### config.mk
export PLATFORM = sky130hd
export DESIGN_NAME = egr_demux
export DESIGN_NICKNAME = d
export VERILOG_FILES = /design/src/hw/egr_pkg.sv /design/src/hw/egr_demux.sv
export SDC_FILE = /design/constraint.sdc
export NUM_CORES = 1
export LEC_CHECK = 0
export BUFFER_PORTS_ARGS = -buffer_cell sky130_fd_sc_hd__buf_4
export CORE_ASPECT_RATIO = 2
export CORE_MARGIN = 1.5
export CORE_UTILIZATION = 45
export DETAILED_ROUTE_END_ITERATION = 8
export GPL_TIMING_DRIVEN = 0
export PLACE_DENSITY = 0.87
export SYNTH_ARGS = -nofsm -noshare
export SYNTH_HDL_FRONTEND = slang
export SYNTH_SLANG_ARGS = --single-unit
### constraint.sdc
create_clock -name egr_bus -period 1.26 [get_ports egr_bus]
set_input_delay 0.252 -clock egr_bus [delete_from_list [all_inputs] [get_ports egr_bus]]
set_output_delay 0.252 -clock egr_bus [all_outputs]
set_load 0.03 [all_outputs]
### src/hw/egr_pkg.sv
/* Widths and beat types shared by the egress stage.
   Imported by every egress module and by the testbench. */

`default_nettype none

package egr_pkg;

    //////////////////////////////////////////////////
    // Widths

    localparam int EGR_BUS_BYTES  = 8;
    localparam int EGR_PORT_BYTES = 2;
    localparam int EGR_SPLIT      = EGR_BUS_BYTES / EGR_PORT_BYTES;
    localparam int EGR_PORT_IDX_W = 8;
    localparam int EGR_CNT_W      = 32;

    //////////////////////////////////////////////////
    // Beats

    // Keep is contiguous from byte 0, partial only on last
    typedef struct packed {
        logic [EGR_BUS_BYTES*8-1:0]  data;
        logic [EGR_BUS_BYTES-1:0]    keep;
        logic                        last;
        logic [EGR_PORT_IDX_W-1:0]   egress_port;
    } egr_bus_beat_t;

    typedef struct packed {
        logic [EGR_PORT_BYTES*8-1:0] data;
        logic [EGR_PORT_BYTES-1:0]   keep;
        logic                        last;
    } egr_port_beat_t;

    //////////////////////////////////////////////////
    // Counters

    typedef struct packed {
        logic [EGR_CNT_W-1:0] accepted;
        logic [EGR_CNT_W-1:0] dropped;
        logic [EGR_CNT_W-1:0] sent;
    } egr_port_cnts_t;

endpackage

`default_nettype wire
### src/hw/egr_demux.sv
/* Registers the wide input bus and steers each beat to one port buffer.
   Out-of-range egress ports get no write strobe. */

`timescale 1ns/10ps
`default_nettype none

module egr_demux
    import egr_pkg::*;
#(
    parameter int NUM_PORTS = 4
)(
    input  logic                 egr_bus,
    input  logic                 rst_n,
    input  logic                 egr_in_valid,
    input  egr_bus_beat_t        egr_in,
    output logic [NUM_PORTS-1:0] wr_valid,
    output logic                 wr_first,
    output egr_bus_beat_t        wr_beat
);

    logic [NUM_PORTS-1:0] hit;
    logic                 sop;

    // One-hot port decode
    for (genvar i = 0; i < NUM_PORTS; i++) begin : gen_hit
        assign hit[i] = (egr_in.egress_port == EGR_PORT_IDX_W'(i));
    end

    always_ff @(posedge egr_bus or negedge rst_n) begin
        if (!rst_n) begin
            wr_valid <= '0;
            wr_first <= 1'b0;
            sop      <= 1'b1;
        end else begin
            wr_valid <= egr_in_valid ? hit : '0;
            wr_first <= egr_in_valid && sop;
            // Next beat opens a packet after a last
            if (egr_in_valid) begin
                sop <= egr_in.last;
            end
        end
    end

    always_ff @(posedge egr_bus) begin
        if (egr_in_valid) begin
            wr_beat <= egr_in;
        end
    end

endmodule

`default_nettype wire

Word-level counts from Yosys, hierarchy flattened --
Cells that the tools add are included.
Word-level totals: register bits 87, input bits 84, output and inout bits 86, word-level logic and storage cells 13
Cells by class: equality and inequality tests 3, multiplexer cells 1, reductions and logical operators 2
Operators with widths (count):
- $eq 8x2->1 const B | 2
- $eq 8x1->1 const B | 1
- $logic_not 8->1 | 1
- $mux 4 | 1
- $logic_and 1x1->1 | 1

Longest topological paths before layout --
Gate-level depths: netlist of run 1.
word-level depth 2, mapped depth 2, depth with buffers taken out 2

Worst setup path after synthesis of run 1 --
Ideal clock, no wire load.
path type input -> register, start in egr_in[6] (netlist name), end reg wr_valid[0], setup time 0.086 ns, data arrival time 0.944 ns, required time 1.174 ns, setup slack 0.230 ns, stages on the path 2, path buffers 0, path through or4b_4 > nor3_1
On the way: cells in the longest elaborated chain, start to end 2
RTL lines:
- from (decl) | RTL line egr_demux.sv:15 | input egr_bus_beat_t egr_in,
- $logic_not 8->1 | RTL line egr_demux.sv:26 | assign hit[i] = (egr_in.egress_port == EGR_PORT_IDX_W'(i));
- $mux 4 | RTL line egr_demux.sv:35 | wr_valid <= egr_in_valid ? hit : '0;
- to (signal assigned) | RTL line egr_demux.sv:35
- to (decl) | RTL line egr_demux.sv:16 | output logic [NUM_PORTS-1:0] wr_valid,
Every way passes these cells. A chain may end at the register's enable or synchronous reset.

Final worst setup path of run 1 --
start in egr_in_valid, end reg wr_valid[0]
On the way: cells in the longest elaborated chain, start to end 1
RTL lines:
- from (decl) | RTL line egr_demux.sv:14 | input logic egr_in_valid,
- $mux 4 | RTL line egr_demux.sv:35
Every way passes these cells.

==> flow_summary.yaml, run 1 <==
status:
  status: "finished clean"
routing:
  drtIter0Drc: 54
  wl_mm: 6.21
  ant_nets: 0
  dr_total_vias: 1674
  wire_per_inst_um: 18.1
  drc: 0
  vias_per_cell: 4.87
  dr.pass1.iters: 4
place:
  port_buffers: 169
  post_dp_cell_area_sq_um: 4000
  dp.cells: 327
  dp_hpwl_mm: 4.57
  gp_routability_congestion: 0.725
power:
  power_density_nw_per_um2: 1620
  power.total_uw: 6970
  peakVddDrop_uv: 1530
  p_leak_uw: 0.00185
sta:
  setup-tns-final_ps: 0
  hold_viol: 0
  hold_slack_ps: 95.0
  max_slew_margin_pct: 71.2
  layout_min_cycle_time_ps: 1170
  worst_pin_slew_ps: 433
  setup_viol: 0
  finalClockSkew_ps: 1.72
  drv_slew: 0
  rsz0062_at_grt: "false"
  min_period_over_period_pct: 92.8
  fmax_mhz: 855
cells_and_area:
  layout.cells.non_filler: 344
  antennaDiodeCount: 0
  area_growth_pct: 62.0
  stdcell_area_sq_um: 4300
  nets: 362
  fillCellCount: 348
  layout_common_cells: "buf_4, edfxtp_1, clkbuf_16"
  drive_gt1_share_pct: 65.0
  layout_commonest_cell: "buf_4"
clocking:
  clkTransAtPathRegs_ps: 60
  cts-root-buf: "clkbuf_16"
  numCtsBuffers: 9
  cts_tree: "done"
  clock_path_buffers: 2
  clock_latency_ps: 330
  htreeDepth: 3
  clkSinkCount: 87
synth:
  syn_area_sq_um: 2660
  seq_area_frac_synth_pct: 97.3
  ys_warn_count: 0
  avgSynthCellArea_sq_um: 27.4
  synth_cells: 97
  ys_seq_elements: 87
  ys_types: 10
  syn-num-nets: 181
die:
  rows: 39
  die_area_sq_um: 6400
  io_pins: 170
  core-area_sq_um: 5710
  die_h_um: 112
  die_w_um: 57.3
  initial_core_util_pct: 46.5
worst_setup_path:
  critical_path_required_ps: 1490
  start_kind: "input port"
  crit_path_end_kind: "flop"
  worstPathArrival_ps: 1390
  cp_max_fo: 84
  critPathKind: "input port to flop"
global_route:
  grt_max_degree: 85
  grt_pass1_wl_mm: 8.87
  overflow: 0
  antenna_found_initial: 0
  grt_pass1_vias: 1756
  track_usage_pct: 19.9
min_path:
  hold_class: "input port to flop"
job:
  max_cap_viol_count: 0
[stage by stage]
| stage | worst slack [ps] | util [%] |
|---|---|---|
| after floorplan | 230 | - |
| after global placement | -616 | 70.1 |
| after detailed placement | -748 | 70.1 |
| after CTS | 61.2 | 75.4 |
| after global routing | 55.6 | 75.4 |
| final | 90.8 | 75.4 |
[final cells by class]
class	count	area, sq um	area share [%]
clock buffers	10	229	5.32
clock inverters	6	51.3	1.19
inverters	1	3.75	0.0872
multi-input cells	9	68.8	1.60
flip-flops and latches	87	2580	60.0
well taps	61	76.3	1.77
repair buffers	170	1290	30.0
[final timing paths]
path                                         end       startpoint  slack, ps  cells after the start
setup / recovery           wr_valid[0]$_DFF_PN0_     egr_in_valid         90                      3
hold / removal             wr_beat[68]$_DFFE_PP_       egr_in[68]         90                      1
setup reg to reg                 sop$_DFFE_PN1P_  sop$_DFFE_PN1P_        550                      1
hold reg to reg               wr_first$_DFF_PN0_  sop$_DFFE_PN1P_        550                      1
max in group asynchronous        sop$_DFFE_PN1P_            rst_n        790                      2
min in group asynchronous  wr_valid[2]$_DFF_PN0_            rst_n        270                      2
[registers in the layout (all words and copies together), names as in the netlist]
| register | cells |
|---|---|
| sop | 1 |
| wr_valid | 4 |
| wr_beat | 81 |
| wr_first | 1 |
[worst max-delay path: stages]
cell and delay (ps):
buf_12 320, or4b_4 560, nor3_1 260
[logic make-up (layout without fill, tap and decap cells)]
family,Yosys count,count (layout),synth area share [%]
multiplexers,1,1,0.424
buffers and inverters,1,187,0.141
flip-flops,87,87,97.3
AND/OR/NAND/NOR,8,8,2.17
[per-layer routing]
layer | share of wire, % | GRT usage, % | up-vias | wire (um)
li1 | - | - | 754 | -
met1 | 28 | 16.3 | 800 | 1760
met2 | 57 | 34.6 | 101 | 3510
met3 | 11 | 11.3 | 19 | 698
met4 | 3.8 | 12.2 | 0 | 236
met5 | 0 | 0 | - | 0
[where the power goes]
group,total [uW],switching [uW],internal [uW]
Sequential,3470,63.2,3410
Combinational,1030,609,425
Clock,2470,960,1510
Total,6970,1630,5340
[synthesized netlist by cell type]
master    count  area [sq um]
edfxtp_1     81          2430
dfrtp_1       5           125
nor3_1        4          20.0
and2_1        1          6.26
dfstp_2       1          26.3
inv_1         1          3.75
mux2_2        1          11.3
or4_1         1          7.51
or4b_1        1          10.0
or4b_4        1          13.8
[timing repair]
action | 4_1_cts | 5_1_grt
hold buffers | 1 | 0
setup endpoints to repair | 4 | 0
resized for setup | 3 | 0
setup buffers | 0 | 0
hold endpoints to repair | 6 | 0
(Power assumes the default switching activity.)
==> run 2: changes to the inputs <==
- CELL_PAD_IN_SITES_DETAIL_PLACEMENT: not set -> 0
- CELL_PAD_IN_SITES_GLOBAL_PLACEMENT: not set -> 1
- CORE_UTILIZATION: 45 -> 36
- TNS_END_PERCENT: not set -> 100
==> flow_summary.yaml, run 2 (synthesis results as in run 1) <==
routing:
  dr.pass1.iters: 4
  drc: 0
  ant_nets: 0
  vias_per_cell: 4.36
  dr_total_vias: 1632
  wl_mm: 5.93
  wire_per_inst_um: 15.9
  drtIter0Drc: 85
clocking:
  htreeDepth: 3
  cts-root-buf: "clkbuf_16"
  clock_latency_ps: 320
  cts_tree: "done"
  numCtsBuffers: 9
  clkTransAtPathRegs_ps: 60
  clkSinkCount: 87
  cts_setup_buffers: 0
  clock_path_buffers: 2
global_route:
  grt_max_degree: 85
  overflow: 0
  grt_pass1_vias: 1678
  antenna_found_initial: 0
  grt_pass1_wl_mm: 8.74
  track_usage_pct: 15.6
cells_and_area:
  largestRegisters: "wr_beat x81, wr_valid x4"
  layout.cells.non_filler: 374
  layout_commonest_cell: "buf_4"
  area_growth_pct: 62.3
  drive_gt1_share_pct: 64.5
  largest_register_ffs: 81
  antennaDiodeCount: 0
  regMostFlops: "wr_beat"
  stdcell_area_sq_um: 4310
  finish.utilization_pct: 59.8
  layout_common_cells: "buf_4, edfxtp_1, clkbuf_16"
  nets: 362
place:
  post_dp_cell_area_sq_um: 4040
  dp.cells: 358
  post-place-ws_ps: -757
  gp_routability_congestion: 0.702
  port_buffers: 169
  dp_hpwl_mm: 4.48
power:
  power_density_nw_per_um2: 1560
  peakVddDrop_uv: 1180
  power.total_uw: 6720
  p_leak_uw: 0.00184
worst_setup_path:
  crit_path_end_kind: "flop"
  rrSetupSlack_ps: 550
  critPathKind: "input port to flop"
  worstPathArrival_ps: 1390
  cp_max_fo: 84
  start_kind: "input port"
  critical_path_required_ps: 1480
sta:
  layout_min_cycle_time_ps: 1160
  drv_slew: 0
  rsz0062_at_grt: "false"
  setup_slack_ps: 96.7
  min_period_over_period_pct: 92.3
  worst_pin_slew_ps: 435
  finalClockSkew_ps: 0.0703
  hold_viol: 0
  max_slew_margin_pct: 71.0
  fmax_mhz: 860
  setup_viol: 0
die:
  die_w_um: 63.7
  die_area_sq_um: 7930
  io_pins: 170
  core-area_sq_um: 7210
  initial_core_util_pct: 36.8
  rows: 44
  die_h_um: 124
job:
  max_cap_viol_count: 0
status:
  status: "finished clean"
min_path:
  hold_class: "input port to flop"
-- run 2: cell type report --
class | count | area [sq um]
clock buffers | 13 | 240
clock inverters | 2 | 8.76
fillers | 600 | 2900
inverters | 1 | 3.75
multi-input cells | 9 | 68.8
flip-flops and latches | 87 | 2580
well taps | 92 | 115
repair buffers | 170 | 1290
-- run 2: through the flow --
step | hold WS [ps] | setup TNS (ps)
finish | 100 | 0
global route | 78.3 | 0
CTS | 83.2 | 0
detailed placement | 60.6 | -17270
global placement | 58.6 | -13930
floorplan | -43.6 | 0
-- run 2: timing repair --
| item | 4_1_cts | 5_1_grt |
|---|---|---|
| hold buffers | 1 | 0 |
| endpoints found under the hold margin | 6 | 0 |
| endpoints found under the setup margin | 4 | 0 |
| gates resized for setup | 3 | 0 |
-- run 2: path summary, 6_finish.rpt --
kind / from / to / cells after the start
worst max register to register: sop$_DFFE_PN1P_ / sop$_DFFE_PN1P_ / 1
min in group asynchronous: rst_n / wr_first$_DFF_PN0_ / 2
worst min-delay path: egr_in[66] / wr_beat[66]$_DFFE_PP_ / 1
worst max-delay path: egr_in_valid / wr_valid[2]$_DFF_PN0_ / 3
worst min register to register: sop$_DFFE_PN1P_ / wr_first$_DFF_PN0_ / 1
max in group asynchronous: rst_n / sop$_DFFE_PN1P_ / 2
-- run 2: critical path, stage by stage --
cell and delay [ps]:
buf_12 330, or4b_4 550, nor3_1 240
-- run 2: layer usage --
metal / routed length [um] / track usage [%] / vias to the layer above
met4: 223 / 10.2 / 0
met5: 0 / 0 / -
li1: - / - / 749
met2: 3500 / 27.7 / 80
met3: 415 / 6.41 / 19
met1: 1790 / 13.8 / 784
-- run 2: power breakdown --
group | total (uW) | switching [uW] | internal (uW) | leakage [uW]
Clock | 2230 | 911 | 1310 | 0.000121
Sequential | 3470 | 58.9 | 3410 | 0.000872
Combinational | 1030 | 605 | 425 | 0.000843
Total | 6720 | 1570 | 5150 | 0.00184
==> run 3: changes to the inputs <==
- CORE_MARGIN: 1.5 -> not set
- CTS_BUF_LIST: not set -> sky130_fd_sc_hd__clkbuf_4 sky130_fd_sc_hd__clkbuf_8 sky130_fd_sc_hd__clkbuf_16
==> flow_summary.yaml, run 3 (synthesis results as in run 1) <==
cells_and_area:
  layout_common_cells: "buf_4, edfxtp_1, clkbuf_16"
  layout_commonest_cell: "buf_4"
  largestRegisters: "wr_beat x81, wr_valid x4"
  regMostFlops: "wr_beat"
  drive_gt1_share_pct: 66.1
  nets: 362
  finish.utilization_pct: 60.4
  area_growth_pct: 64.0
  antennaDiodeCount: 0
  largest_register_ffs: 81
die:
  io_pins: 170
  initial_core_util_pct: 36.8
  rows: 44
  core-area_sq_um: 7210
  die_w_um: 62.7
  die_area_sq_um: 7750
  die_h_um: 123
worst_setup_path:
  crit_buf_inv: 1
  critPathKind: "flop to primary output"
  critical_path_required_ps: 1010
  reg2reg_to: "sop$_DFFE_PN1P_"
  reg2reg_depth: 1
  r2r_start: "sop$_DFFE_PN1P_"
  crit_path_end_kind: "primary output"
  worstPathArrival_ps: 900
  rrSetupSlack_ps: 550
  start_kind: "flop"
  cp_top_family: "flip-flops"
  cp_max_fo: 1
  critPathMaxStageDelay_ps: 380
  cpMaxStageDelayCell: "edfxtp_1"
  cp_cell_sequence: "buf_4"
sta:
  min_period_over_period_pct: 91.0
  rsz0062_at_grt: "false"
  fmax_mhz: 872
  hold_viol: 0
  setup_viol: 0
  finalClockSkew_ps: 0.220
  max_slew_margin_pct: 72.1
  layout_min_cycle_time_ps: 1150
  drv_slew: 0
  worst_pin_slew_ps: 419
clocking:
  htreeDepth: 3
  clock_latency_ps: 330
  clock_path_buffers: 2
  cts-root-buf: "clkbuf_16"
  numCtsBuffers: 9
  clkTransAtPathRegs_ps: 60
  cts_tree: "done"
  clkSinkCount: 87
routing:
  drc: 0
  ant_nets: 0
  wl_mm: 6.04
  vias_per_cell: 4.36
  dr.pass1.iters: 4
  drtIter0Drc: 47
  dr_total_vias: 1636
  wire_per_inst_um: 16.1
global_route:
  track_usage_pct: 15.3
  grt_pass1_wl_mm: 7.99
  grt_pass1_vias: 1647
  grt_max_degree: 85
  antenna_found_initial: 0
  overflow: 0
min_path:
  hp-start: "egr_in[13]"
  holdPathStages: 1
  hold_class: "input port to flop"
  hold_path_end: "wr_beat[13]$_DFFE_PP_"
status:
  status: "finished clean"
power:
  power_density_nw_per_um2: 1620
  peakVddDrop_uv: 1250
  power.total_uw: 7050
  p_leak_uw: 0.00186
place:
  dp_hpwl_mm: 4.51
  port_buffers: 169
  gp_routability_congestion: 0.702
job:
  max_cap_viol_count: 0
==> run 3: cell types whose count changed in the layout (fill, tap and decap cells not counted) <==
| cell | before | now |
|---|---|---|
| bufinv_16 | 0 | 1 |
| clkbuf_1 | 4 | 0 |
| clkinvlp_4 | 0 | 1 |
| clkbuf_4 | 0 | 3 |
==> run 3: worst max-delay path by stage <==
| stage | startpoint | to | slack (ps) | depth (start not counted) |
|---|---|---|---|---|
| global route | wr_beat[72]$_DFFE_PP_ | wr_beat[72] | 70 | 1 |
| CTS | egr_in_valid | wr_valid[3]$_DFF_PN0_ | 10 | 3 |
| floorplan | egr_in[6] | wr_valid[0]$_DFF_PN0_ | 230 | 2 |
| global placement | egr_in_valid | wr_valid[1]$_DFF_PN0_ | -590 | 3 |
| detailed placement | egr_in_valid | wr_valid[3]$_DFF_PN0_ | -680 | 3 |
| finish | wr_beat[46]$_DFFE_PP_ | wr_beat[46] | 110 | 1 |
==> run 3: layout make-up <==
class,count,area (sq um)
multi-input combinational,9,68.8
timing repair buffer,170,1290
tap,92,115
fill,598,2860
clock buffer,12,248
inverter,1,3.75
sequential,87,2580
clock inverter,4,46.3
==> run 3: stage by stage <==
stage | instances | hold slack, ps | setup slack, ps | area, sq um | setup TNS (ps)
after CTS | 375 | 73.1 | 11.0 | 4350 | 0
after global routing | 375 | 73.1 | 68.4 | 4360 | 0
after detailed placement | 358 | 62.4 | -676 | 4040 | -16400
after floorplan | 97 | -43.6 | 230 | 2660 | 0
final | 375 | 92.0 | 113 | 4360 | 0
after global placement | 358 | 59.5 | -590 | 4040 | -14170
==> run 3: report_power, final <==
part / switching, uW / total, uW / internal (uW)
clock network: 968 / 2560 / 1590
registers: 58.9 / 3460 / 3410
logic: 604 / 1030 / 425
==> run 3: timing repair <==
item	in CTS	in global routing
buffers inserted	0	0
endpoints found under the setup margin	4	4
gates resized for setup	2	1
hold buffers	1	0
hold endpoints to repair	6	0
==> run 3: metal layers <==
layer	wire (um)	vias to the layer above	track usage [%]
met4	230	0	11.6
met1	1670	776	12.5
met5	0	-	0
li1	-	751	-
met2	3510	89	25.6
met3	635	20	9.59
